$ cat src/dcache_pkg.sv
package dcache_pkg;

    // address and data widths
    localparam int ADDR_W         = 32;
    localparam int WORD_W         = 32;
    localparam int LINE_W         = 128;
    localparam int WORDS_PER_LINE = 4;
    localparam int LINE_OFS_W     = 4;    // byte offset inside a line

    typedef logic [ADDR_W-1:0] addr_t;    // byte address
    typedef logic [WORD_W-1:0] word_t;    // one cpu word
    typedef logic [LINE_W-1:0] line_t;    // word 0 in the low bits

    // cache way
    typedef enum logic {
        WAY0 = 1'b0,
        WAY1 = 1'b1
    } way_e;

    // controller states
    typedef enum logic [2:0] {
        IDLE      = 3'd0,
        LOOKUP    = 3'd1,
        WRITEBACK = 3'd2,
        REFILL    = 3'd3,
        RESPOND   = 3'd4
    } ctrl_state_e;

endpackage

$ cat src/dcache_tag_store.sv
module dcache_tag_store #(
    parameter int INDEX_W = 4
) (
    input  logic               clk,
    input  logic               rst,
    input  dcache_pkg::addr_t  addr,
    input  logic               tag_we,
    input  dcache_pkg::way_e   tag_way,
    input  logic               set_dirty,
    input  logic               touch,
    output logic               hit,
    output dcache_pkg::way_e   hit_way,
    output dcache_pkg::way_e   victim_way,
    output logic               victim_dirty,
    output dcache_pkg::addr_t  victim_addr
);

    localparam int TAG_W = dcache_pkg::ADDR_W - INDEX_W - dcache_pkg::LINE_OFS_W;
    localparam int SETS  = 1 << INDEX_W;

    logic [TAG_W-1:0] tags [2][SETS];
    logic [SETS-1:0]  valid [2];
    logic [SETS-1:0]  dirty [2];
    logic [SETS-1:0]  lru;              // names the way to replace next

    logic [INDEX_W-1:0] idx;
    logic [TAG_W-1:0]   addr_tag;
    logic               hit0;
    logic               hit1;

    assign idx      = addr[dcache_pkg::LINE_OFS_W +: INDEX_W];
    assign addr_tag = addr[dcache_pkg::ADDR_W-1 -: TAG_W];

    // tag compare on both ways
    assign hit0    = valid[0][idx] && (tags[0][idx] == addr_tag);
    assign hit1    = valid[1][idx] && (tags[1][idx] == addr_tag);
    assign hit     = hit0 || hit1;
    assign hit_way = hit0 ? dcache_pkg::WAY0 : dcache_pkg::WAY1;

    // invalid way first, then lru
    always_comb begin
        if (!valid[0][idx]) begin
            victim_way = dcache_pkg::WAY0;
        end else if (!valid[1][idx]) begin
            victim_way = dcache_pkg::WAY1;
        end else begin
            victim_way = dcache_pkg::way_e'(lru[idx]);
        end
    end

    assign victim_dirty = valid[victim_way][idx] && dirty[victim_way][idx];
    assign victim_addr  = {tags[victim_way][idx], idx, {dcache_pkg::LINE_OFS_W{1'b0}}};

    // tag array
    always_ff @(posedge clk) begin
        if (tag_we) begin
            tags[tag_way][idx] <= addr_tag;
        end
    end

    // line state bits
    always_ff @(posedge clk) begin
        if (rst) begin
            valid[0] <= '0;
            valid[1] <= '0;
            dirty[0] <= '0;
            dirty[1] <= '0;
            lru      <= '0;
        end else begin
            if (tag_we) begin               // fresh line from l2
                valid[tag_way][idx] <= 1'b1;
                dirty[tag_way][idx] <= 1'b0;
            end
            if (set_dirty) begin
                dirty[hit_way][idx] <= 1'b1;
            end
            if (touch) begin
                // the other way becomes the next victim
                lru[idx] <= (hit_way == dcache_pkg::WAY0);
            end
        end
    end

endmodule

$ cat config.mk
export PLATFORM = sky130hd
export DESIGN_NAME = dcache_tag_store
export DESIGN_NICKNAME = d
export VERILOG_FILES = /design/src/dcache_pkg.sv /design/src/dcache_tag_store.sv
export SDC_FILE = /design/constraint.sdc
export NUM_CORES = 1
export LEC_CHECK = 0
export BUFFER_PORTS_ARGS = -buffer_cell sky130_fd_sc_hd__buf_2
export CORE_MARGIN = 5
export CORE_UTILIZATION = 62
export DETAILED_ROUTE_END_ITERATION = 12
export GPL_TIMING_DRIVEN = 0
export PLACE_DENSITY = 0.82
export SYNTH_ARGS = -nofsm -noshare
export SYNTH_HDL_FRONTEND = slang
export SYNTH_SLANG_ARGS = --single-unit
$ cat constraint.sdc
create_clock -name clk -period 5.2 [get_ports clk]
set_input_delay 0.26 -clock clk [delete_from_list [all_inputs] [get_ports clk]]
set_output_delay 0.26 -clock clk [all_outputs]
set_load 0.005 [all_outputs]
==> metrics.yaml, run 1 <==
finish:
  multi_input_area_um2: 9313
  drive_gt1_frac: 0.3318
  final_nets: 1870
  n_fill_cell: 3063
  fin_cells: 2647
  fin_area_um2: 39220
  diodes: 0
  syn_to_final_growth_pct: 14.12
  final-seq-area_um2: 24660
  final_core_util: 0.7132
sta:
  finalCriticalPeriod_ps: 5288
  setup_viol: 1
  slew_violations: 11
  maxSlewHeadroom: -0.03844
  hold_viol: 0
  finalCritPeriodShare: 1.017
  fmax_mhz: 189.1
  finClkSkew_ps: 35.35
  fin_ws_ps: -88.47
  tightest_slew_ps: 1558
  rsz0062_at_grt: "no"
floorplan:
  die_w_um: 245.4
  die_area_um2: 60240
  core_um2: 54990
  rows: 86
  start_util: 0.6250
  io_pins: 74
  die_h_um: 245.4
hold_path:
  min-delay-start: "touch"
  hold_path_class: "in2reg"
global_route:
  grtUsageTotal: 0.3444
  grt_max_degree: 35
  grt_antenna_before_repair: 3
  overflow: 0
  grt_pass1_vias: 19950
  grt_pass1_wl_mm: 144.8
worst_setup_path:
  cp-start-kind: "input pin"
  cp_slowest_cell: "buf_1"
  slowest_delay_ps: 830
  cp_cell_sequence: "buf_2, buf_1, buf_1, mux4_2, mux4_2, xnor2_1, nand3_1, nor3_2, nand3_2, buf_2, o41ai_2, buf_2"
  crit_start: "addr[5]"
  crit_path_max_fanout: 10
  crit_required_ps: 4940
  worst-setup-path-type: "in2out"
  crit_top_cell: "buf_2"
  r2r_start: "tags[0][106]$_DFFE_PP_"
  reg2reg_setup_slack_ps: 1210
  cp-end-kind: "output port"
  cp.arrival_ps: 5030
drt:
  viasPerCell: 7.412
  drtAntennaViolNets: 0
  drt_first_pass_iters: 5
  route.detailed.drc: 0
  wire_per_inst_um: 38.74
  drt-initial-drc-count: 3533
  drt_wl_total_mm: 102.5
  vias: 19620
synthesis:
  synth_warnings: 0
  yosys-top-cells-count: "768 x edfxtp_1, 302 x mux4_2, 112 x nor2_1"
  ys_ff_latch: 848
  synthArstFlopShare: 0
  synth_largest_area_cell: "edfxtp_1"
  synth.distinct_cells: 43
  synth_top_area_share: 0.6711
  synthTopCellsByArea: "edfxtp_1 67%, mux4_2 20%, dfxtp_1 4.7%"
  synth_most_common_cell: "edfxtp_1"
  synth_area_per_cell_um2: 20.83
  yosysSeqAreaShare: 0.7177
  synth_edf_count: 768
  synthFlopType: "edfxtp_1"
  syn_area_um2: 34370
  synthCells: 1650
flow_run:
  cap_viol_max_count: 1
power:
  leakagePower_nw: 12.29
  power_density_nw_per_um2: 369.3
  ir_worst_vdd_v: 0.0003783
place:
  gp_congestion: 0.9298
  hpwl_mm: 58.97
  post_dp_cell_area_um2: 36530
  dp_cells: 2494
  port_buffers: 61
clocking:
  cts_tree: "yes"
  clock_path_buffers: 3
  clock_latency_ps: 650
  clk_pin_slew_ps: 60
  ctsRootBufferMaster: "clkbuf_16"
  numCtsBuffers: 84
  cts_max_level: 3
  clock-sinks: 848
status:
  outcome: "finished with violations"
  violations: "capacitance limit, slew limit, setup timing"
-- where the power goes --
part / internal [mW] / switching [mW] / total (mW) / leakage (nW)
Clock: 3.36 / 2.56 / 5.92 / 1.28
Sequential: 7.51 / 0.0244 / 7.53 / 7.56
Combinational: 0.405 / 0.625 / 1.03 / 3.44
-- critical path: cells and delay by family --
family,cells,cell delay [ps]
compound gates,1,140
buf+inv,5,2120
mux,2,950
simple gates,3,990
xor+xnor,1,530
-- per-layer routing --
layer | up-vias | track usage | part of all wire
li1 | 7224 | - | -
met1 | 9928 | 0.4465 | 0.32
met2 | 1991 | 0.5284 | 0.46
met3 | 470 | 0.1103 | 0.15
met4 | 6 | 0.1895 | 0.070
met5 | - | 0 | 0.00030
-- state kept, by name, summed over array words and instances, names as in the netlist --
| register | flops |
|---|---|
| lru | 16 |
| valid | 32 |
| tags | 768 |
| dirty | 32 |
-- cells in the final DEF, fill, tap and decap left out, types with 32 or more instances in the layout --
cell	synthesis	routed
buf_2	27	88
clkbuf_1	44	58
clkbuf_16	0	87
dfxtp_1	80	80
edfxtp_1	768	768
inv_1	32	32
mux4_2	302	302
nand2_1	40	40
nor2_1	112	80
nor2_4	0	32
o32ai_1	32	32
xnor2_1	33	33
-- metrics by stage --
step	power, mW	TNS, ps	hold slack, ps	setup WS, ps
2_1_floorplan	8.228	0	358.9	1473
3_3_place_gp	8.591	-1171960	444.9	-1842
3_5_place_dp	8.644	-5338	457.3	-752.1
4_1_cts	14.46	0	97.54	175.2
5_1_grt	14.85	0	160.8	18.46
6_report	14.48	-88.47	124.1	-88.47
-- final cells by class --
type,count,area share
Clock buffer,108,0.05752
Timing Repair Buffer,93,0.02489
Inverter,34,0.003254
Multi-Input combinational cell,667,0.2375
Sequential cell,848,0.6289
Clock inverter,45,0.009890
Buffer,104,0.01423
Tap cell,748,0.02386
-- what timing repair did --
item                                   CTS  global route
setup endpoints to repair               26             1
hold buffers                             0             0
buffers inserted                         0             0
endpoints found under the hold margin    0             0
resized for setup                       15             5
gates cloned                             0             0
-- logic make-up (layout without fill, tap and decap cells) --
group           Yosys count  count (layout)  share of synthesized area
simple gates            207             207                    0.02614
compound gates           78              78                    0.01802
xor+xnor                 48              48                    0.01223
buf+inv                 138             384                    0.01890
mux                     330             330                     0.2069
other cells               1               4                  0.0001091
flops                   848             848                     0.7177
-- final timing paths --
check,depth (start not counted),to
worst max-delay path,12,hit
worst min register to register,2,valid[1][14]$_DFF_P_
worst min-delay path,4,lru[4]$_SDFFE_PP0P_
worst max register to register,8,dirty[0][9]$_DFF_P_
Power figures use the tool's default switching activity.
==> run 2, diff against run 1 <==
--- a/config.mk
+++ b/config.mk
@@ -11,6 +11,7 @@
 export DETAILED_ROUTE_END_ITERATION = 12
 export GPL_TIMING_DRIVEN = 0
 export PLACE_DENSITY = 0.82
+export REMOVE_ABC_BUFFERS = 1
 export SYNTH_ARGS = -nofsm -noshare
 export SYNTH_HDL_FRONTEND = slang
 export SYNTH_SLANG_ARGS = --single-unit
==> run 2 against run 1 <==
The run now ends clean; first-iteration DRC count down 4.9%; clock power up 6.1%; power rose by 1.7%.
==> metrics.yaml, run 2 (synthesized netlist as in run 1, its figures left out) <==
sta:
  setup_viol: 0
  tightest_slew_ps: 1249
  hold_viol: 0
  maxSlewHeadroom: 0.1599
  fin_ws_ps: 182.2
  finClkSkew_ps: 25.29
  finalCritPeriodShare: 0.9650
  finalCriticalPeriod_ps: 5018
  rsz0062_at_grt: "no"
  slew_violations: 0
  setup-tns-final_ps: 0
  fmax_mhz: 199.3
  whs_ps: 133.2
finish:
  mostFrequentLayoutCells: "768 x edfxtp_1, 302 x mux4_2, 89 x clkbuf_16"
  reg_top3: "tags (768), dirty (32), valid (32)"
  fin_cells: 2563
  drive_gt1_frac: 0.3331
  syn_to_final_growth_pct: 14.22
  largest_register_ff_count: 768
  fin_area_um2: 39260
  largest-register: "tags"
  final_nets: 1780
  final_core_util: 0.7139
  final_common_cell: "edfxtp_1"
floorplan:
  io_pins: 74
  die_h_um: 245.4
  die_area_um2: 60240
  core_um2: 54990
  die_w_um: 245.4
  rows: 86
  start_util: 0.6250
drt:
  drt_wl_total_mm: 91.40
  route.detailed.drc: 0
  viasPerCell: 7.202
  drtAntennaViolNets: 0
  vias: 18460
  drt-initial-drc-count: 3360
  drt_first_pass_iters: 8
  wire_per_inst_um: 35.66
worst_setup_path:
  crit_buf_inv: 4
  crit_family: "simple AND/OR/NAND/NOR gates"
  crit_required_ps: 4940
  cp_cell_sequence: "buf_4, buf_16, nor2b_1, a22oi_1, and2_1, o21ai_4, buf_12, mux4_2, nand2_1, o211ai_1, and4_1, buf_2"
  worst-setup-path-type: "in2out"
  cp_slowest_cell: "nor2b_1"
  cp-start-kind: "input pin"
  slowest_delay_ps: 830
  crit_path_max_fanout: 45
  cp-end-kind: "output port"
  cp.arrival_ps: 4760
place:
  dp_cells: 2404
  post_dp_cell_area_um2: 36370
  hpwl_mm: 49.36
  post-place-ws_ps: -310.1
  port_buffers: 65
  gp_congestion: 0.8085
hold_path:
  hold_path_class: "in2reg"
clocking:
  numCtsBuffers: 84
  clk_pin_slew_ps: 60
  cts_tree: "yes"
  ctsRootBufferMaster: "clkbuf_16"
  post_cts_buffers: 0
  clock_path_buffers: 3
  ctsHoldBuffers: 0
  cts_max_level: 3
  clock_latency_ps: 640
  clock-sinks: 848
power:
  internal_power_mw: 11.58
  pwr-share-seq: 0.511
  power_density_nw_per_um2: 375.4
  p_switching_mw: 3.155
  ir_worst_vdd_v: 0.0002670
  leakagePower_nw: 12.29
  netSwitchingFraction: 0.2141
  p_total_mw: 14.74
  clockPowerShare: 0.426
  combPwrFrac: 0.063
global_route:
  grt_max_degree: 108
  grt_pass1_wl_mm: 132.6
  overflow: 0
  grt_pass1_vias: 19170
  grt_antenna_before_repair: 3
  grtUsageTotal: 0.3080
status:
  outcome: "finished, final reports clean"
flow_run:
  cap_viol_max_count: 0
## run 2: cell types whose count changed in the layout (fill, tap and decap cells not counted), moves of 3 or more
cell | previous run | this run
buf_1 | 8 | 0
buf_12 | 28 | 25
buf_16 | 4 | 17
buf_2 | 88 | 60
buf_4 | 15 | 3
buf_6 | 6 | 0
bufinv_16 | 6 | 10
clkbuf_1 | 58 | 7
clkbuf_2 | 8 | 0
clkbuf_8 | 0 | 4
clkdlybuf4s15_2 | 3 | 0
clkinv_2 | 11 | 16
## run 2: layout make-up
type	instances	area, um^2
multi-input combinational	667	9343
timing repair buffer	107	1321
tap	748	935.9
fill	2986	15730
inverter	34	127.6
clock buffer	101	2316
antenna	2	5.005
sequential	848	24660
clock inverter	56	543.0
## run 2: worst paths after layout
kind                              from              endpoint  slack (ps)  cells past startpoint
setup reg to reg  tags[0][0]$_DFFE_PP_   dirty[1][4]$_DFF_P_        1160                      8
setup / recovery               addr[6]          victim_dirty         180                     12
hold reg to reg   valid[1][14]$_DFF_P_  valid[1][14]$_DFF_P_         470                      2
hold / removal                   touch   lru[7]$_SDFFE_PP0P_         130                      4
## run 2: per-layer routing
metal	vias up	track usage	part of all wire
li1	7049	-	-
met1	9495	0.4144	0.34
met2	1594	0.4893	0.48
met3	318	0.07663	0.12
met4	2	0.1370	0.054
met5	-	0	0.00014
## run 2: power by group through the flow
stage / clock network, mW / logic [mW] / registers [mW]
2_1_floorplan: 0 / 0.459 / 7.66
6_report: 6.28 / 0.924 / 7.53
5_1_grt: 6.64 / 0.969 / 7.53
3_5_place_dp: 0 / 0.894 / 7.67
4_1_cts: 6.31 / 0.918 / 7.53
3_3_place_gp: 0 / 0.901 / 7.67
## run 2: timing repair
item	4_1_cts	5_1_grt
setup endpoints to repair	1	1
pin swaps	0	0
resized for setup	1	2
## run 2: worst min-delay path, cell delays in order
cell and delay, ps:
buf_2 190, nand3_1 120, o21a_1 110, nor2_1 30
