$ cat src/dcache_pkg.sv
package dcache_pkg;

    // address and data widths
    localparam int ADDR_W         = 32;
    localparam int WORD_W         = 32;
    localparam int LINE_W         = 128;
    localparam int WORDS_PER_LINE = 4;
    localparam int LINE_OFS_W     = 4;    // byte offset inside a line

    typedef logic [ADDR_W-1:0] addr_t;    // byte address
    typedef logic [WORD_W-1:0] word_t;    // one cpu word
    typedef logic [LINE_W-1:0] line_t;    // word 0 in the low bits

    // cache way
    typedef enum logic {
        WAY0 = 1'b0,
        WAY1 = 1'b1
    } way_e;

    // controller states
    typedef enum logic [2:0] {
        IDLE      = 3'd0,
        LOOKUP    = 3'd1,
        WRITEBACK = 3'd2,
        REFILL    = 3'd3,
        RESPOND   = 3'd4
    } ctrl_state_e;

endpackage

$ cat src/l2_xfer_if.sv
interface l2_xfer_if;

    logic               start;     // one cycle, opens a transfer
    logic               is_write;  // write-back when set, refill otherwise
    dcache_pkg::addr_t  addr;      // line aligned
    dcache_pkg::line_t  wline;     // victim line for a write-back
    logic               done;      // one cycle, handshake back at idle
    dcache_pkg::line_t  rline;     // refill data, held after done

    // cache controller side
    modport ctrl (
        output start,
        output is_write,
        output addr,
        output wline,
        input  done,
        input  rline
    );

    // l2 port side
    modport port (
        input  start,
        input  is_write,
        input  addr,
        input  wline,
        output done,
        output rline
    );

endinterface

$ cat src/dcache_l2_port.sv
module dcache_l2_port (
    input  logic               clk,
    input  logic               rst,
    l2_xfer_if.port            xfer,
    output logic               l2_req,
    output logic               l2_we,
    output dcache_pkg::addr_t  l2_addr,
    output dcache_pkg::line_t  l2_wdata,
    input  dcache_pkg::line_t  l2_rdata,
    input  logic               l2_ack
);

    typedef enum logic [1:0] {
        P_IDLE    = 2'd0,
        P_REQ     = 2'd1,   // req high, waiting for ack
        P_RELEASE = 2'd2    // req low, waiting for ack to fall
    } port_state_e;

    port_state_e state;

    // four-phase sequencer
    always_ff @(posedge clk) begin
        if (rst) begin
            state     <= P_IDLE;
            l2_req    <= 1'b0;
            xfer.done <= 1'b0;
        end else begin
            xfer.done <= 1'b0;
            case (state)
                P_IDLE: begin
                    if (xfer.start) begin
                        l2_req <= 1'b1;
                        state  <= P_REQ;
                    end
                end
                P_REQ: begin
                    if (l2_ack) begin
                        l2_req <= 1'b0;
                        state  <= P_RELEASE;
                    end
                end
                P_RELEASE: begin
                    if (!l2_ack) begin
                        xfer.done <= 1'b1;
                        state     <= P_IDLE;
                    end
                end
                default: begin
                    state <= P_IDLE;
                end
            endcase
        end
    end

    // line buffer, held for the whole request
    always_ff @(posedge clk) begin
        if (state == P_IDLE && xfer.start) begin
            l2_we    <= xfer.is_write;
            l2_addr  <= xfer.addr;
            l2_wdata <= xfer.wline;
        end
    end

    // refill data taken at ack
    always_ff @(posedge clk) begin
        if (state == P_REQ && l2_ack && !l2_we) begin
            xfer.rline <= l2_rdata;
        end
    end

endmodule

$ cat src/flat_wrapper.sv
// flat-port wrapper written by rule: the top's interface ports become plain ports
module dcache_l2_port_flat 
  (clk, rst, l2_req, l2_we, l2_addr, l2_wdata, l2_rdata, l2_ack, xfer_start, xfer_is_write, xfer_addr, xfer_wline, xfer_done, xfer_rline);
  l2_xfer_if xfer_i ();
  input  logic clk;
  input  logic rst;
  output logic l2_req;
  output logic l2_we;
  output dcache_pkg::addr_t l2_addr;
  output dcache_pkg::line_t l2_wdata;
  input  dcache_pkg::line_t l2_rdata;
  input  logic l2_ack;
  input wire logic [$bits(xfer_i.start)-1:0] xfer_start;
  input wire logic [$bits(xfer_i.is_write)-1:0] xfer_is_write;
  input wire logic [$bits(xfer_i.addr)-1:0] xfer_addr;
  input wire logic [$bits(xfer_i.wline)-1:0] xfer_wline;
  output wire logic [$bits(xfer_i.done)-1:0] xfer_done;
  output wire logic [$bits(xfer_i.rline)-1:0] xfer_rline;
  assign xfer_i.start = xfer_start;
  assign xfer_i.is_write = xfer_is_write;
  assign xfer_i.addr = xfer_addr;
  assign xfer_i.wline = xfer_wline;
  assign xfer_done = xfer_i.done;
  assign xfer_rline = xfer_i.rline;
  dcache_l2_port u_core (.clk(clk), .rst(rst), .xfer(xfer_i), .l2_req(l2_req), .l2_we(l2_we), .l2_addr(l2_addr), .l2_wdata(l2_wdata), .l2_rdata(l2_rdata), .l2_ack(l2_ack));
endmodule
$ cat config.mk
export PLATFORM = sky130hd
export DESIGN_NAME = dcache_l2_port_flat
export DESIGN_NICKNAME = d
export VERILOG_FILES = /design/src/dcache_pkg.sv /design/src/l2_xfer_if.sv /design/src/dcache_l2_port.sv /design/src/flat_wrapper.sv
export SDC_FILE = /design/constraint.sdc
export NUM_CORES = 1
export LEC_CHECK = 0
export BUFFER_PORTS_ARGS = -buffer_cell sky130_fd_sc_hd__buf_2
export CORE_AREA = 2 2 228 230
export DETAILED_ROUTE_END_ITERATION = 10
export DIE_AREA = 0 0 230 232
export HOLD_SLACK_MARGIN = 0.1
export SYNTH_ARGS = -nofsm -noshare
export SYNTH_HDL_FRONTEND = slang
export SYNTH_SLANG_ARGS = --single-unit
$ cat constraint.sdc
create_clock -name clk -period 28.3 [get_ports clk]
set_input_delay 0 -clock clk [delete_from_list [all_inputs] [get_ports clk]]
set_output_delay 0 -clock clk [all_outputs]
set_load 0.01 [all_outputs]
==> impl_results.html <==
<table>
<tr><th>Metric</th><th>Value</th></tr>
<tr><th colspan="2">Pwr</th></tr>
<tr><td>Internal power summed over all cells</td><td>0.815 mW</td></tr>
<tr><td>Total power per unit cell area</td><td>62.4 nW/um^2</td></tr>
<tr><td>PnR Total Power</td><td>1.04 mW</td></tr>
<tr><td>Part of the power in registers</td><td>48.8%</td></tr>
<tr><td>P_sw</td><td>0.227 mW</td></tr>
<tr><td>Maximum ir drop on the vdd rail</td><td>0.0492 mV</td></tr>
<tr><td>Power share of the clock group</td><td>41.8%</td></tr>
<tr><td>Combinational share of power</td><td>9.4%</td></tr>
<tr><td>Sw Share</td><td>21.8%</td></tr>
<tr><td>Static Leakage</td><td>6.83 nW</td></tr>
<tr><th colspan="2">Layout</th></tr>
<tr><td>Final core occ</td><td>32.8%</td></tr>
<tr><td>Commonest cells after routing, fill and taps aside</td><td>sky130_fd_sc_hd__buf_2 (583), sky130_fd_sc_hd__dlygate4sd3_1 (293), sky130_fd_sc_hd__edfxtp_1 (289)</td></tr>
<tr><td>Leading cell type in the layout, fill and taps excluded</td><td>sky130_fd_sc_hd__buf_2</td></tr>
<tr><td>Post-layout net count</td><td>1514</td></tr>
<tr><td>Proportion of layout cells with a drive suffix above 1</td><td>51.3%</td></tr>
<tr><td>Area grow syn2layout</td><td>88.6%</td></tr>
<tr><th colspan="2">STA</th></tr>
<tr><td>Max_slew headroom</td><td>20.8%</td></tr>
<tr><td>Final slew viol count</td><td>0</td></tr>
<tr><td>Setup-failing EPs final</td><td>0</td></tr>
<tr><td>Slew at the pin with the worst max-slew slack</td><td>1190 ps</td></tr>
<tr><td>Least setup slack across all paths after layout</td><td>25370 ps</td></tr>
<tr><td>Unrepaired setup endpoints after global routing</td><td>no</td></tr>
<tr><td>Maximum achievable frequency</td><td>341 MHz</td></tr>
<tr><td>Layout Skew</td><td>11.6 ps</td></tr>
<tr><td>Sum of negative setup slack</td><td>0 ps</td></tr>
<tr><td>Final Cycle Share</td><td>10.4%</td></tr>
<tr><td>Final-layout worst hold slack</td><td>182 ps</td></tr>
<tr><td>Shortest clock period the worst path allows after layout</td><td>2930 ps</td></tr>
<tr><td>Final Hold Vio Count</td><td>0</td></tr>
<tr><th colspan="2">Logic synthesis</th></tr>
<tr><td>Ys Warns</td><td>0</td></tr>
<tr><td>Post-synthesis average cell area</td><td>29.0 sq um</td></tr>
<tr><td>Post-Synthesis Cells</td><td>305</td></tr>
<tr><td>Area of the mapped netlist</td><td>8850 sq um</td></tr>
<tr><td>Register bit count reported by yosys</td><td>293</td></tr>
<tr><td>Mapped Nets</td><td>598</td></tr>
<tr><td>Post-synthesis sequential area ratio</td><td>99.0%</td></tr>
<tr><td>Synth unique cells</td><td>13</td></tr>
<tr><th colspan="2">Clock network</th></tr>
<tr><td>TritonCTS buffer count</td><td>34</td></tr>
<tr><td>Clock buffer depth</td><td>3</td></tr>
<tr><td>Master cell of the clock root buffer</td><td>sky130_fd_sc_hd__clkbuf_16</td></tr>
<tr><td>Clock tree from TritonCTS</td><td>yes</td></tr>
<tr><td>H-tree level count</td><td>2</td></tr>
<tr><td>Clock Sinks</td><td>293</td></tr>
<tr><td>Clock Pin Slew Worst Setup and Hold Paths</td><td>60 ps</td></tr>
<tr><td>Source-to-sink clock delay at the later pin of the worst-skew pair</td><td>530 ps</td></tr>
<tr><td>Number of buffers inserted by post-CTS setup repair</td><td>0</td></tr>
<tr><th colspan="2">Placed design</th></tr>
<tr><td>Final GP Congestion</td><td>0.789</td></tr>
<tr><td>Post-DP HPWL</td><td>22.6 mm</td></tr>
<tr><td>Port Buf Inserts</td><td>583</td></tr>
<tr><td>Setup slack after placement</td><td>25270 ps</td></tr>
<tr><th colspan="2">Min path</th></tr>
<tr><td>Path category of the worst min-delay check</td><td>in2reg</td></tr>
<tr><th colspan="2">Die</th></tr>
<tr><td>Cell row count</td><td>83</td></tr>
<tr><td>Boundary pin count</td><td>584</td></tr>
<tr><td>Y dimension of the die</td><td>232 um</td></tr>
<tr><td>Floorplan die area</td><td>53400 sq um</td></tr>
<tr><td>Core region area</td><td>50900 sq um</td></tr>
<tr><td>Horizontal die dimension</td><td>230 um</td></tr>
<tr><td>Initial standard-cell utilization of the core</td><td>17.4%</td></tr>
<tr><th colspan="2">Critical path</th></tr>
<tr><td>Reg2Reg Setup Slack</td><td>25370 ps</td></tr>
<tr><td>Sort of element at the end of the critical path</td><td>flip-flop</td></tr>
<tr><td>R2R depth</td><td>4</td></tr>
<tr><td>Peak fanout along the critical path</td><td>84</td></tr>
<tr><td>Slowest-stage cell, CP</td><td>sky130_fd_sc_hd__buf_4</td></tr>
<tr><td>Arrival time at the worst endpoint</td><td>3080 ps</td></tr>
<tr><td>Destination of the critical timing path</td><td>u_core.l2_wdata[109]$_DFFE_PP_</td></tr>
<tr><td>RR Endpoint</td><td>u_core.l2_wdata[109]$_DFFE_PP_</td></tr>
<tr><td>Series of cell instances along the critical path</td><td>nor2b_1, and2b_4, buf_4, buf_4</td></tr>
<tr><td>Worst r2r src</td><td>u_core.state[1]$_SDFFE_PP0P_</td></tr>
<tr><td>Critical Path Most Common Cell</td><td>sky130_fd_sc_hd__buf_4</td></tr>
<tr><td>Beginning of the critical path</td><td>u_core.state[1]$_SDFFE_PP0P_</td></tr>
<tr><td>Maximum single-stage delay on the critical path</td><td>860 ps</td></tr>
<tr><td>Critical path start-end classification</td><td>reg2reg</td></tr>
<tr><td>Required time at the worst-slack endpoint</td><td>28440 ps</td></tr>
<tr><td>Critical Path Start Type</td><td>flip-flop</td></tr>
<tr><th colspan="2">Route</th></tr>
<tr><td>Count of routing violations after the opening detailed-route iteration</td><td>236</td></tr>
<tr><td># DRC</td><td>0</td></tr>
<tr><td>Length of routed met3 wiring</td><td>3.54 mm</td></tr>
<tr><td>Post-DRT Antenna Nets</td><td>0</td></tr>
<tr><td>Detailed-routing iteration count for the pre-antenna-repair pass</td><td>4</td></tr>
<tr><td>Routed wire length per instance</td><td>17.4 um</td></tr>
<tr><td>Detailed-routing wirelength on met1</td><td>11.7 mm</td></tr>
<tr><td>Vias per cell</td><td>3.53</td></tr>
<tr><td>Total via count in the routed design</td><td>6797</td></tr>
<tr><td>Top metal layer carrying routed signals</td><td>met5</td></tr>
<tr><td>Amount of wire on met2 after detailed routing</td><td>17.1 mm</td></tr>
<tr><td>Post-Route WL</td><td>33.5 mm</td></tr>
<tr><th colspan="2">Global route</th></tr>
<tr><td>Maximum number of pins on one net before global-route repair</td><td>85</td></tr>
<tr><td>GRT overflow</td><td>0</td></tr>
<tr><td>Initial antenna violation count</td><td>4</td></tr>
<tr><td>Aggregate global-route resource usage</td><td>11.9%</td></tr>
<tr><td>Vias in the first global route</td><td>7572</td></tr>
<tr><td>Global-route wire length before repair</td><td>46.5 mm</td></tr>
<tr><th colspan="2">Run status</th></tr>
<tr><td>Status</td><td>completed</td></tr>
<tr><th colspan="2">Flow run</th></tr>
<tr><td>Max cap viols</td><td>0</td></tr>
</table>
==> flip-flops by register name, indices dropped and copies added, names as in the netlist <==
name	cells
u_core.l2_addr	32
u_core.l2_req	1
u_core.l2_wdata	128
u_core.l2_we	1
u_core.state	2
u_core.xfer.done	1
u_core.xfer.rline	128
==> cell usage after synthesis <==
library cell	count	area share, %
sky130_fd_sc_hd__a21oi_1	1	0.057
sky130_fd_sc_hd__nor3_1	1	0.057
sky130_fd_sc_hd__and2b_2	1	0.099
sky130_fd_sc_hd__mux2i_1	1	0.11
sky130_fd_sc_hd__xnor2_1	1	0.099
sky130_fd_sc_hd__o21ai_0	1	0.057
sky130_fd_sc_hd__nor3_2	1	0.11
sky130_fd_sc_hd__dfxtp_1	4	0.91
sky130_fd_sc_hd__nor2b_1	1	0.071
sky130_fd_sc_hd__inv_1	1	0.042
sky130_fd_sc_hd__o21bai_1	1	0.085
sky130_fd_sc_hd__nor4b_1	2	0.20
sky130_fd_sc_hd__edfxtp_1	289	98
==> worst max-delay path: cells and delay by family, from the launching register on <==
kind | cells | cell delay, ps
flops | 1 | 370
simple gates | 2 | 370
buf+inv | 2 | 1620
==> logic make-up after synthesis <==
| group | Yosys count | share of synthesized area (%) |
|---|---|---|
| AO/OA/AOI/OAI | 3 | 0.198 |
| flip-flops | 293 | 99.0 |
| multiplexers | 1 | 0.113 |
| AND/OR/NAND/NOR | 6 | 0.538 |
| buffers and inverters | 1 | 0.0424 |
| XOR/XNOR | 1 | 0.0990 |
==> routing by layer <==
| layer | vias up | track usage [%] |
|---|---|---|
| met3 | 56 | 5.14 |
| met5 | - | 0 |
| met1 | 3245 | 12.0 |
| met4 | 2 | 4.80 |
| met2 | 412 | 21.6 |
| li1 | 3082 | - |
==> metrics by stage <==
step	area, sq um	std cells
after floorplan	8850	305
after global routing	16700	1925
after CTS	16700	1924
final	16700	1926
after detailed placement	12700	1572
after global placement	12700	1572
==> power by group through the flow <==
stage / sequential [mW] / combinational (mW) / clock, mW
final: 0.509 / 0.0976 / 0.435
after global routing: 0.510 / 0.105 / 0.465
after CTS: 0.509 / 0.0980 / 0.451
after detailed placement: 0.517 / 0.0647 / 0
after global placement: 0.517 / 0.0641 / 0
after floorplan: 0.530 / 0.00790 / 0
==> cell type report <==
type	count	area, sq um
antenna	2	5.00
multi-input combinational	11	91.3
clock inverter	19	220
sequential	293	8760
timing repair buffer	880	5880
fill	4871	34200
tap	680	851
clock buffer	40	873
inverter	1	3.75
==> repair_timing <==
| item | CTS | global route |
|---|---|---|
| gates resized for setup | 0 | 0 |
| hold buffers | 293 | 0 |
| endpoints found under the hold margin | 298 | 0 |
==> worst min-delay path by stage <==
stage | from | cells after the start | end
after floorplan | rst | 1 | u_core.l2_req$_SDFFE_PP0P_
after global placement | xfer_wline[118] | 1 | u_core.l2_wdata[118]$_DFFE_PP_
after detailed placement | l2_rdata[82] | 1 | u_core.xfer.rline[82]$_DFFE_PP_
after CTS | xfer_wline[71] | 2 | u_core.l2_wdata[71]$_DFFE_PP_
after global routing | xfer_wline[119] | 2 | u_core.l2_wdata[119]$_DFFE_PP_
final | xfer_wline[44] | 2 | u_core.l2_wdata[44]$_DFFE_PP_
Power figures use the tool's default switching activity.
