$ cat config.mk
export PLATFORM = sky130hd
export DESIGN_NAME = dcache_ctrl_flat
export DESIGN_NICKNAME = d
export VERILOG_FILES = /design/src/dcache_pkg.sv /design/src/l2_xfer_if.sv /design/src/dcache_ctrl.sv /design/src/flat_wrapper.sv
export SDC_FILE = /design/constraint.sdc
export NUM_CORES = 1
export LEC_CHECK = 0
export BUFFER_PORTS_ARGS = -buffer_cell sky130_fd_sc_hd__buf_2
export CAP_MARGIN = 20
export CORE_AREA = 8 8 266 268
export CTS_BUF_LIST = sky130_fd_sc_hd__clkbuf_2
export CTS_CLUSTER_SIZE = 40
export DETAILED_ROUTE_END_ITERATION = 6
export DIE_AREA = 0 0 274 276
export PLACE_DENSITY_LB_ADDON = 0.3
export SLEW_MARGIN = 20
export SYNTH_ARGS = -nofsm -noshare
export SYNTH_HDL_FRONTEND = slang
export SYNTH_SLANG_ARGS = --single-unit
$ cat constraint.sdc
create_clock -name clk -period 2.8 [get_ports clk]
set_input_delay 0.56 -clock clk [delete_from_list [all_inputs] [get_ports clk]]
set_output_delay 0.56 -clock clk [all_outputs]
set_load 0.02 [all_outputs]
$ cat src/dcache_pkg.sv
package dcache_pkg;

    // address and data widths
    localparam int ADDR_W         = 32;
    localparam int WORD_W         = 32;
    localparam int LINE_W         = 128;
    localparam int WORDS_PER_LINE = 4;
    localparam int LINE_OFS_W     = 4;    // byte offset inside a line

    typedef logic [ADDR_W-1:0] addr_t;    // byte address
    typedef logic [WORD_W-1:0] word_t;    // one cpu word
    typedef logic [LINE_W-1:0] line_t;    // word 0 in the low bits

    // cache way
    typedef enum logic {
        WAY0 = 1'b0,
        WAY1 = 1'b1
    } way_e;

    // controller states
    typedef enum logic [2:0] {
        IDLE      = 3'd0,
        LOOKUP    = 3'd1,
        WRITEBACK = 3'd2,
        REFILL    = 3'd3,
        RESPOND   = 3'd4
    } ctrl_state_e;

endpackage

$ cat src/l2_xfer_if.sv
interface l2_xfer_if;

    logic               start;     // one cycle, opens a transfer
    logic               is_write;  // write-back when set, refill otherwise
    dcache_pkg::addr_t  addr;      // line aligned
    dcache_pkg::line_t  wline;     // victim line for a write-back
    logic               done;      // one cycle, handshake back at idle
    dcache_pkg::line_t  rline;     // refill data, held after done

    // cache controller side
    modport ctrl (
        output start,
        output is_write,
        output addr,
        output wline,
        input  done,
        input  rline
    );

    // l2 port side
    modport port (
        input  start,
        input  is_write,
        input  addr,
        input  wline,
        output done,
        output rline
    );

endinterface

$ cat src/dcache_ctrl.sv
module dcache_ctrl #(
    parameter int INDEX_W = 4
) (
    input  logic               clk,
    input  logic               rst,
    input  logic               cpu_req,
    input  logic               cpu_we,
    input  dcache_pkg::addr_t  cpu_addr,
    output dcache_pkg::word_t  cpu_rdata,
    output logic               cpu_ready,
    input  logic               hit,
    input  dcache_pkg::way_e   hit_way,
    input  dcache_pkg::way_e   victim_way,
    input  logic               victim_dirty,
    input  dcache_pkg::addr_t  victim_addr,
    input  dcache_pkg::line_t  victim_line,
    input  dcache_pkg::word_t  rd_word,
    output logic               tag_we,
    output dcache_pkg::way_e   tag_way,
    output logic               set_dirty,
    output logic               touch,
    output logic               word_we,
    output logic               line_we,
    output dcache_pkg::line_t  fill_line,
    output dcache_pkg::way_e   data_way,
    l2_xfer_if.ctrl            l2
);

    localparam int TAG_W = dcache_pkg::ADDR_W - INDEX_W - dcache_pkg::LINE_OFS_W;

    dcache_pkg::ctrl_state_e state;
    dcache_pkg::ctrl_state_e next_state;
    dcache_pkg::addr_t       refill_addr;

    // line address of the cpu access
    assign refill_addr = {cpu_addr[dcache_pkg::ADDR_W-1 -: TAG_W],
                          cpu_addr[dcache_pkg::LINE_OFS_W +: INDEX_W],
                          {dcache_pkg::LINE_OFS_W{1'b0}}};

    assign cpu_ready = (state == dcache_pkg::RESPOND);
    assign fill_line = l2.rline;
    assign tag_way   = victim_way;  // tags only written on refill
    assign data_way  = (state == dcache_pkg::REFILL) ? victim_way : hit_way;
    assign l2.wline  = victim_line;

    always_comb begin
        next_state  = state;
        l2.start    = 1'b0;
        l2.is_write = 1'b0;
        l2.addr     = refill_addr;
        tag_we      = 1'b0;
        set_dirty   = 1'b0;
        touch       = 1'b0;
        word_we     = 1'b0;
        line_we     = 1'b0;
        case (state)
            dcache_pkg::IDLE: begin
                if (cpu_req) begin
                    next_state = dcache_pkg::LOOKUP;
                end
            end
            dcache_pkg::LOOKUP: begin
                if (hit) begin
                    word_we    = cpu_we;
                    set_dirty  = cpu_we;
                    touch      = 1'b1;
                    next_state = dcache_pkg::RESPOND;
                end else if (victim_dirty) begin
                    // victim goes back to l2 first
                    l2.start    = 1'b1;
                    l2.is_write = 1'b1;
                    l2.addr     = victim_addr;
                    next_state  = dcache_pkg::WRITEBACK;
                end else begin
                    l2.start   = 1'b1;
                    next_state = dcache_pkg::REFILL;
                end
            end
            dcache_pkg::WRITEBACK: begin
                if (l2.done) begin
                    l2.start   = 1'b1;       // port is idle again
                    next_state = dcache_pkg::REFILL;
                end
            end
            dcache_pkg::REFILL: begin
                if (l2.done) begin
                    tag_we     = 1'b1;
                    line_we    = 1'b1;
                    next_state = dcache_pkg::LOOKUP;  // finishes as a hit
                end
            end
            dcache_pkg::RESPOND: begin
                next_state = dcache_pkg::IDLE;
            end
            default: begin
                next_state = dcache_pkg::IDLE;
            end
        endcase
    end

    always_ff @(posedge clk) begin
        if (rst) begin
            state <= dcache_pkg::IDLE;
        end else begin
            state <= next_state;
        end
    end

    // read data for the respond cycle
    always_ff @(posedge clk) begin
        if (state == dcache_pkg::LOOKUP && hit && !cpu_we) begin
            cpu_rdata <= rd_word;
        end
    end

endmodule

$ cat src/flat_wrapper.sv
// flat-port wrapper written by rule: the top's interface ports become plain ports
module dcache_ctrl_flat 
#(
    parameter int INDEX_W = 4
)
  (clk, rst, cpu_req, cpu_we, cpu_addr, cpu_rdata, cpu_ready, hit, hit_way, victim_way, victim_dirty, victim_addr, victim_line, rd_word, tag_we, tag_way, set_dirty, touch, word_we, line_we, fill_line, data_way, l2_start, l2_is_write, l2_addr, l2_wline, l2_done, l2_rline);
  l2_xfer_if l2_i ();
  input  logic clk;
  input  logic rst;
  input  logic cpu_req;
  input  logic cpu_we;
  input  dcache_pkg::addr_t cpu_addr;
  output dcache_pkg::word_t cpu_rdata;
  output logic cpu_ready;
  input  logic hit;
  input  dcache_pkg::way_e hit_way;
  input  dcache_pkg::way_e victim_way;
  input  logic victim_dirty;
  input  dcache_pkg::addr_t victim_addr;
  input  dcache_pkg::line_t victim_line;
  input  dcache_pkg::word_t rd_word;
  output logic tag_we;
  output dcache_pkg::way_e tag_way;
  output logic set_dirty;
  output logic touch;
  output logic word_we;
  output logic line_we;
  output dcache_pkg::line_t fill_line;
  output dcache_pkg::way_e data_way;
  output wire logic [$bits(l2_i.start)-1:0] l2_start;
  output wire logic [$bits(l2_i.is_write)-1:0] l2_is_write;
  output wire logic [$bits(l2_i.addr)-1:0] l2_addr;
  output wire logic [$bits(l2_i.wline)-1:0] l2_wline;
  input wire logic [$bits(l2_i.done)-1:0] l2_done;
  input wire logic [$bits(l2_i.rline)-1:0] l2_rline;
  assign l2_start = l2_i.start;
  assign l2_is_write = l2_i.is_write;
  assign l2_addr = l2_i.addr;
  assign l2_wline = l2_i.wline;
  assign l2_i.done = l2_done;
  assign l2_i.rline = l2_rline;
  dcache_ctrl #(.INDEX_W(INDEX_W)) u_core (.clk(clk), .rst(rst), .cpu_req(cpu_req), .cpu_we(cpu_we), .cpu_addr(cpu_addr), .cpu_rdata(cpu_rdata), .cpu_ready(cpu_ready), .hit(hit), .hit_way(hit_way), .victim_way(victim_way), .victim_dirty(victim_dirty), .victim_addr(victim_addr), .victim_line(victim_line), .rd_word(rd_word), .tag_we(tag_we), .tag_way(tag_way), .set_dirty(set_dirty), .touch(touch), .word_we(word_we), .line_we(line_we), .fill_line(fill_line), .data_way(data_way), .l2(l2_i));
endmodule
==> key figures, run 1 <==
Route
  • Drt wl/cell: 11.6 um
  • Routed vias/inst: 1.74
  • Via count: 2006
  • Drt pass-1 iters: 4
  • DRC viols: 0
  • DRT iter0 DRCs: 40
  • Drt total wl: about 13000 um
  • ANT nets after route: 0

Critical path
  • Crit path max fanout: 17
  • Arr. time, crit path: around 2100 ps
  • Worst stage delay on the critical path: between 400 and 500 ps
  • Crit path cell chain: nor2_1, and3_2, buf_12, mux2_4, buf_2
  • CP Buf/Inv Count: 2
  • Critical Path RT: 2240 ps
  • Delay-heaviest family, CP: simple AND/OR/NAND/NOR gates
  • Crit Path Class: reg2out
  • Crit start category: flip-flop
  • Crit. End Element: output pin
  • Slowest-stage cell, CP: dfxtp_1

Cells and area
  • Footprint of the multi-input gates: between 500 and 600 um2
  • Synth-to-Final Area Change: 1.63%
  • Reg area: 0.00102 mm2
  • Nets@finish: ~640
  • Non-filler instance count after layout: approximately 1200
  • Post-layout util: 0.0551
  • Post-route cell area: roughly 0.0037 mm2
  • Layout cells sized above 1: 0.793
  • Fillers: approximately 8000

Worst hold path
  • HP Class: in2reg

Timing
  • Fmax: ~380 MHz
  • Slew @ Worst Pin: slightly above 400 ps
  • Slew margin rel.: 0.726
  • Period utilization: 0.933
  • Final Skew: a little over 5 ps
  • RSZ-0062 raised after global routing: no
  • Slew Viols, Final: 0
  • Tmin final: 2610 ps
  • Hold Vio Cnt, Final: 0
  • Setup TNS: 0 ps
  • Final setup fails: 0

Clocking
  • CTS Buf Count: 5
  • Root Driver: clkbuf_2
  • Clock tree from TritonCTS: built
  • Cts hold-fix bufs: 0
  • Setup bufs post-CTS: 0
  • Clock tree sinks: 35
  • Worst-skew pair later-pin latency: 400 ps
  • Max Root-Sink Buffers: 2
  • Clock transition at path regs: approximately 210 ps
  • # H-tree levels: 2

Yosys
  • Mapped Avg Cell Area: ~10 um2
  • Synth unique cells: 21
  • Synth Register Bits: 35
  • Register area share after synthesis: 0.283
  • Top post-synthesis cells by area: buf_4, edfxtp_1, mux2_4
  • Post-Synthesis Net Count: ~720
  • Share of the synthesized area in the top cell type: 0.539
  • Async S/R FF share, synth: 0
  • Ys flop type: edfxtp_1
  • Mapped Area: ~0.0036 mm2
  • Yosys warning total: 0
  • Synthesized instance count: 354
  • Most frequent cells after synthesis: buf_4, edfxtp_1, mux2_4
  • Top-count cell post-synth: buf_4
  • Cell taking the most area after synthesis: buf_4
  • Post-synth EDFFs: 32

Placement
  • PortBufs: between 150 and 200
  • Post-Place Cell Area: 0.00358 mm2
  • Placer Congestion: 0.644
  • Placed cells: ~1100
  • DP HPWL: 11100 um

Floorplan
  • Core box area: approximately 0.067 mm2
  • Num rows: 95
  • Die area: 0.0756 mm2
  • Die X: 274 um
  • I/O pins: between 600 and 700
  • Initial Util: 0.0542
  • Die height: 276 um

GRT
  • Vias in the first global route: about 2500
  • Tot GR Track Use: 0.0306
  • First-pass GRT wire length: 16700 um
  • Largest net degree at the start of global routing: 34
  • Initial antenna violation count: 1
  • Total gr overflow: 0

Power
  • Power Density: 317 mW/mm2
  • Leakage dissipation: 1.32 nW
  • Worst vdd ir: 0.000291 V

Status
  • Run status: finished, final reports clean

Run
  • MaxCap Viol Count: 0
-- state kept, by name, summed over array words and instances, names as in the netlist --
signal	cells
u_core.cpu_rdata	32
u_core.state	3
-- worst paths after layout --
kind / from / end / slack, ps / cells after the start
max: u_core.state[1] / l2_addr[17] / 190 / 5
min: rd_word[28] / u_core.cpu_rdata[28] / 310 / 1
max reg2reg: u_core.state[0] / u_core.cpu_rdata[18] / 1200 / 4
min reg2reg: u_core.state[2] / u_core.state[1] / 600 / 1
-- layer usage --
metal,global-route usage,wire [um],part of all wire
met1,0.0286,4540,0.34
met2,0.0325,4120,0.31
met3,0.0398,3840,0.29
met4,0.0228,822,0.062
met5,0.00329,0,0
-- logic make-up after synthesis --
family | share of synthesized area
compound gates | 0.00867
simple gates | 0.0305
mux | 0.117
flops | 0.283
buf+inv | 0.561
-- through the flow --
step                setup slack, ps  total power, mW  hold WS [ps]
floorplan                       333             1.31           507
global placement                330            0.913           555
detailed placement              321            0.912           562
CTS                            53.8             1.19           258
global route                   30.3             1.22           254
finish                          187             1.16           309
-- report_power, final --
part / leakage, nW / switching, mW / internal [mW] / total, mW
logic: 0.979 / 0.156 / 0.143 / 0.298
registers: 0.315 / 0.0102 / 0.591 / 0.601
clock network: 0.0256 / 0.200 / 0.0639 / 0.264
-- cell type report --
class	count	area share
multi-input combinational	53	0.154
antenna	2	0.00136
inverter	2	0.00205
clock buffer	5	0.00682
tap	873	0.298
timing repair buffer	177	0.252
clock inverter	3	0.00648
sequential	35	0.279
-- cells in the final DEF, fill, tap and decap left out --
master	netlist	final
clkbuf_16	0	1
buf_2	0	174
dfxtp_1	3	2
inv_1	2	2
nand2_1	3	3
nor3_1	2	2
buf_4	259	1
inv_6	0	1
nor2_1	3	2
edfxtp_1	32	32
buf_12	2	1
and3_1	2	1
nor2b_4	1	1
nor2_2	0	1
nand3b_1	1	1
clkbuf_2	0	5
mux2_4	25	25
a2111oi_0	1	1
a22oi_1	1	1
and3_2	0	1
dfxtp_4	0	1
clkinvlp_4	0	2
mux2_2	4	4
nand3_1	1	1
o21ai_0	2	2
and2_1	5	5
diode_2	0	2
nor3b_1	1	1
a21oi_1	1	1
-- repair_timing --
action	CTS	global route
gates resized for setup	1	1
endpoints found under the setup margin	4	2
cloned	0	1
Note: power is estimated with default switching activity, not from simulation.
==> inputs of run 2 (changes only) <==
Settings changed: GPL_TIMING_DRIVEN set to 0.
==> key figures, run 2 (synthesis gave the netlist of run 1 again) <==
Route
  • Drt pass-1 iters: 4
  • ANT nets after route: 0
  • DRC viols: 0
  • Routed vias/inst: around 2.2
  • Drt total wl: 19900 um
  • Via count: 3715
  • Drt wl/cell: between 10 and 15 um
  • DRT iter0 DRCs: between 70 and 80

Timing
  • Slew Viols, Final: 0
  • Slew margin rel.: 0.792
  • Tmin final: around 2600 ps
  • Hold Slack: 322 ps
  • Period utilization: 0.936
  • Slew @ Worst Pin: 304 ps
  • Hold Vio Cnt, Final: 0
  • Final setup fails: 0
  • Final Skew: 4.60 ps
  • RSZ-0062 raised after global routing: no
  • Fmax: ~380 MHz

Worst hold path
  • Hold Crit Start: rd_word[26]
  • WHS Endpoint: u_core.cpu_rdata[26]
  • Hold Crit Depth: 1
  • HP Class: in2reg

GRT
  • Total gr overflow: 0
  • First-pass GRT wire length: around 27000 um
  • Largest net degree at the start of global routing: 28
  • Tot GR Track Use: 0.0452
  • Vias in the first global route: 4034
  • Initial antenna violation count: 3

Cells and area
  • Layout cells sized above 1: 0.926
  • Most frequent cells in the layout: buf_2, buf_4, edfxtp_1
  • Top flop regs: u_core.cpu_rdata (32), u_core.state (3)
  • Top reg by flops: u_core.cpu_rdata
  • Fillers: a little under 8000
  • Synth-to-Final Area Change: 92.1%
  • Post-layout util: 0.104
  • Nets@finish: 1153
  • Most common cell after layout, fill and taps aside: buf_2
  • Largest register FFs: 32

Floorplan
  • Die height: 276 um
  • Die X: between 200 and 300 um
  • Die area: around 0.076 mm2
  • Core box area: 0.0666 mm2
  • Initial Util: 0.0542
  • I/O pins: between 600 and 700
  • Num rows: 95

Critical path
  • FF-to-FF path depth: 5
  • Critical Path RT: ~2200 ps
  • Crit path max fanout: 10
  • Arr. time, crit path: between 2000 and 2500 ps
  • Crit start category: flip-flop
  • RR Endpoint: u_core.cpu_rdata[30]
  • R2R Setup Slk: around 1200 ps
  • Crit. End Element: output pin
  • Crit Path Class: reg2out
  • R2r startpoint: u_core.state[0]

Placement
  • Placer Congestion: 0.794
  • PortBufs: 430
  • DP HPWL: between 15000 and 20000 um

Clocking
  • Root Driver: clkbuf_2
  • Worst-skew pair later-pin latency: around 400 ps
  • Clock tree from TritonCTS: built
  • CTS Buf Count: 5
  • Clock transition at path regs: 190 ps
  • # H-tree levels: 2
  • PostCTS Resize Cnt: 0
  • Setup bufs post-CTS: 0
  • Cts hold-fix bufs: 0
  • Max Root-Sink Buffers: 2
  • Clock tree sinks: 35

Power
  • Worst vdd ir: a little over 0.0003 V
  • Power Density: approximately 270 mW/mm2
  • Pwr Total: about 1.9 mW
  • Leakage dissipation: approximately 3.6 nW

Status
  • Run status: finished, final reports clean

Run
  • MaxCap Viol Count: 0
==> run 2: final cells by class <==
cell class | count | area (um2) | area share
multi-input cells | 53 | 569 | 0.0821
diodes | 3 | 7.51 | 0.00108
flip-flops and latches | 35 | 1020 | 0.147
clock buffers | 6 | 30.0 | 0.00433
clock inverters | 2 | 12.5 | 0.00181
well taps | 873 | 1090 | 0.158
plain buffers | 264 | 2020 | 0.291
repair buffers | 431 | 2170 | 0.313
inverters | 2 | 7.51 | 0.00108
==> run 2: worst max path at each step <==
stage                     slack, ps             from                    to
after floorplan                 330  u_core.state[0]   u_core.cpu_rdata[0]
after global placement         -430              hit  u_core.cpu_rdata[30]
after detailed placement        330              hit           l2_addr[11]
after CTS                       100  u_core.state[0]           l2_addr[11]
after global routing             10  u_core.state[0]           l2_addr[11]
final                           180  u_core.state[0]           l2_addr[25]
==> run 2: routing by layer <==
layer	share of wire	global-route usage
met3	0.15	0.0231
met1	0.32	0.0432
met5	0	0
met2	0.52	0.0850
met4	0.0082	0.0103
==> run 2: worst max-delay path, stage by stage, from the launching register on <==
cell,delay (ps)
dfxtp_1,360
buf_6,120
nor2b_4,160
and3_1,170
buf_6,190
buf_12,170
mux2_4,320
buf_2,160
==> run 2: power by group <==
group | switching, mW | internal (mW) | total [mW]
Sequential | 0.00680 | 0.590 | 0.597
Clock | 0.180 | 0.0637 | 0.244
Combinational | 0.551 | 0.502 | 1.05
==> run 2: per-stage QoR <==
step | area (um2) | worst slack, ps | setup TNS [ps] | std cells
after detailed placement | 6880 | 327 | 0 | 1658
final | 6930 | 181 | 0 | 1669
after CTS | 6920 | 101 | 0 | 1666
after floorplan | 3610 | 333 | 0 | 354
after global routing | 6930 | 14.9 | 0 | 1668
after global placement | 6850 | -428 | -13640 | 1657
==> inputs of run 3 (changes only) <==
Settings changed: CORE_AREA 8 8 266 268 to 8 8 264 266, CTS_BUF_LIST sky130_fd_sc_hd__clkbuf_2 to unset, DIE_AREA 0 0 274 276 to 0 0 272 274.
==> key figures, run 3 (synthesis gave the netlist of run 1 again) <==
Status
  • Run status: finished, final reports clean

Route
  • Via count: around 3800
  • Routed vias/inst: 2.28
  • DRC viols: 0
  • ANT nets after route: 0
  • Drt pass-1 iters: 4
  • Drt total wl: between 20000 and 25000 um
  • DRT iter0 DRCs: 150
  • Drt wl/cell: roughly 14 um

Clocking
  • Cts hold-fix bufs: 0
  • Max Root-Sink Buffers: 2
  • Worst-skew pair later-pin latency: 290 ps
  • Clock tree sinks: 35
  • Root Driver: clkbuf_16
  • Clock tree from TritonCTS: built
  • CTS Buf Count: 5
  • Setup bufs post-CTS: 0
  • Clock transition at path regs: around 60 ps
  • PostCTS Resize Cnt: 0
  • # H-tree levels: 2

Cells and area
  • Post-route cell area: 0.00705 mm2
  • Synth-to-Final Area Change: 95.3%
  • Most frequent cells in the layout: buf_2, buf_4, edfxtp_1
  • Post-layout util: 0.108
  • Nets@finish: approximately 1200
  • Top flop regs: u_core.cpu_rdata (32), u_core.state (3)
  • Top reg by flops: u_core.cpu_rdata
  • Layout cells sized above 1: 0.926
  • Non-filler instance count after layout: roughly 1700
  • Largest register FFs: 32
  • Most common cell after layout, fill and taps aside: buf_2

Timing
  • Tmin final: 2560 ps
  • Fmax: ~390 MHz
  • Period utilization: 0.914
  • Setup TNS: 0 ps
  • Hold Vio Cnt, Final: 0
  • Slew @ Worst Pin: around 470 ps
  • Final setup fails: 0
  • Final Skew: ~4.7 ps
  • Final worst slack: between 200 and 250 ps
  • RSZ-0062 raised after global routing: no
  • Hold Slack: around 440 ps
  • Slew Viols, Final: 0
  • Slew margin rel.: 0.687

Critical path
  • R2r startpoint: u_core.state[0]
  • FF-to-FF path depth: 5
  • Crit path max fanout: 10
  • RR Endpoint: u_core.cpu_rdata[13]
  • Critical Path RT: ~2200 ps
  • Crit Path Class: reg2out
  • R2R Setup Slk: around 1100 ps
  • Crit. End Element: output pin
  • Arr. time, crit path: approximately 2000 ps
  • Crit start category: flip-flop

Floorplan
  • Core box area: approximately 0.065 mm2
  • Die X: around 270 um
  • Die area: approximately 0.075 mm2
  • Num rows: 94
  • Die height: about 270 um
  • Initial Util: 0.0553
  • I/O pins: a little under 700

GRT
  • Largest net degree at the start of global routing: 20
  • Initial antenna violation count: 5
  • Tot GR Track Use: 0.0509
  • Vias in the first global route: slightly above 4000
  • Total gr overflow: 0
  • First-pass GRT wire length: a little under 30000 um

Placement
  • DP HPWL: around 21000 um
  • Pre-CTS setup slack: 253 ps
  • Placed cells: 1649
  • Placer Congestion: about 0.81
  • Post-Place Cell Area: roughly 0.007 mm2
  • PortBufs: 430

Worst hold path
  • Hold Crit Depth: 1
  • WHS Endpoint: u_core.cpu_rdata[5]
  • HP Class: in2reg
  • Hold Crit Start: rd_word[5]

Power
  • Worst vdd ir: between 0.0002 and 0.0003 V
  • Leakage dissipation: 3.65 nW
  • Power Density: between 300 and 400 mW/mm2
  • Pwr Total: roughly 2.3 mW

Run
  • MaxCap Viol Count: 0
-- run 3: cell type report --
type	count	area, um2
Fill cell	7544	58200
Timing Repair Buffer	431	2180
Buffer	264	2020
Tap cell	864	1080
Sequential cell	35	1020
Multi-Input combinational cell	53	569
Clock buffer	5	125
Clock inverter	3	43.8
Inverter	2	7.51
Antenna cell	1	2.50
-- run 3: where the power goes --
| group | internal [mW] | switching, mW |
|---|---|---|
| registers | 0.591 | 0.00716 |
| clock network | 0.420 | 0.238 |
| logic | 0.503 | 0.561 |
| total | 1.51 | 0.806 |
-- run 3: per-layer routing --
metal / wire length [um] / global-route usage
met5: 30 / 0
met4: 265 / 0.00841
met3: 3110 / 0.0253
met2: 10900 / 0.0825
met1: 8130 / 0.0613
-- run 3: how the worst max path moves through the flow --
stage / startpoint / end / slack [ps]
final: u_core.state[0] / l2_addr[21] / 240
after global routing: u_core.state[0] / l2_addr[24] / 120
after CTS: u_core.state[0] / l2_addr[25] / 170
after detailed placement: hit / l2_addr[25] / 250
after global placement: hit / u_core.cpu_rdata[1] / -640
after floorplan: u_core.state[0] / u_core.cpu_rdata[0] / 330
-- run 3: worst max-delay path, cell delays in order, from the launching register on --
cell	delay (ps)
dfxtp_1	330
buf_6	120
nor2b_4	170
and3_1	230
buf_6	190
buf_12	170
mux2_4	300
buf_2	170
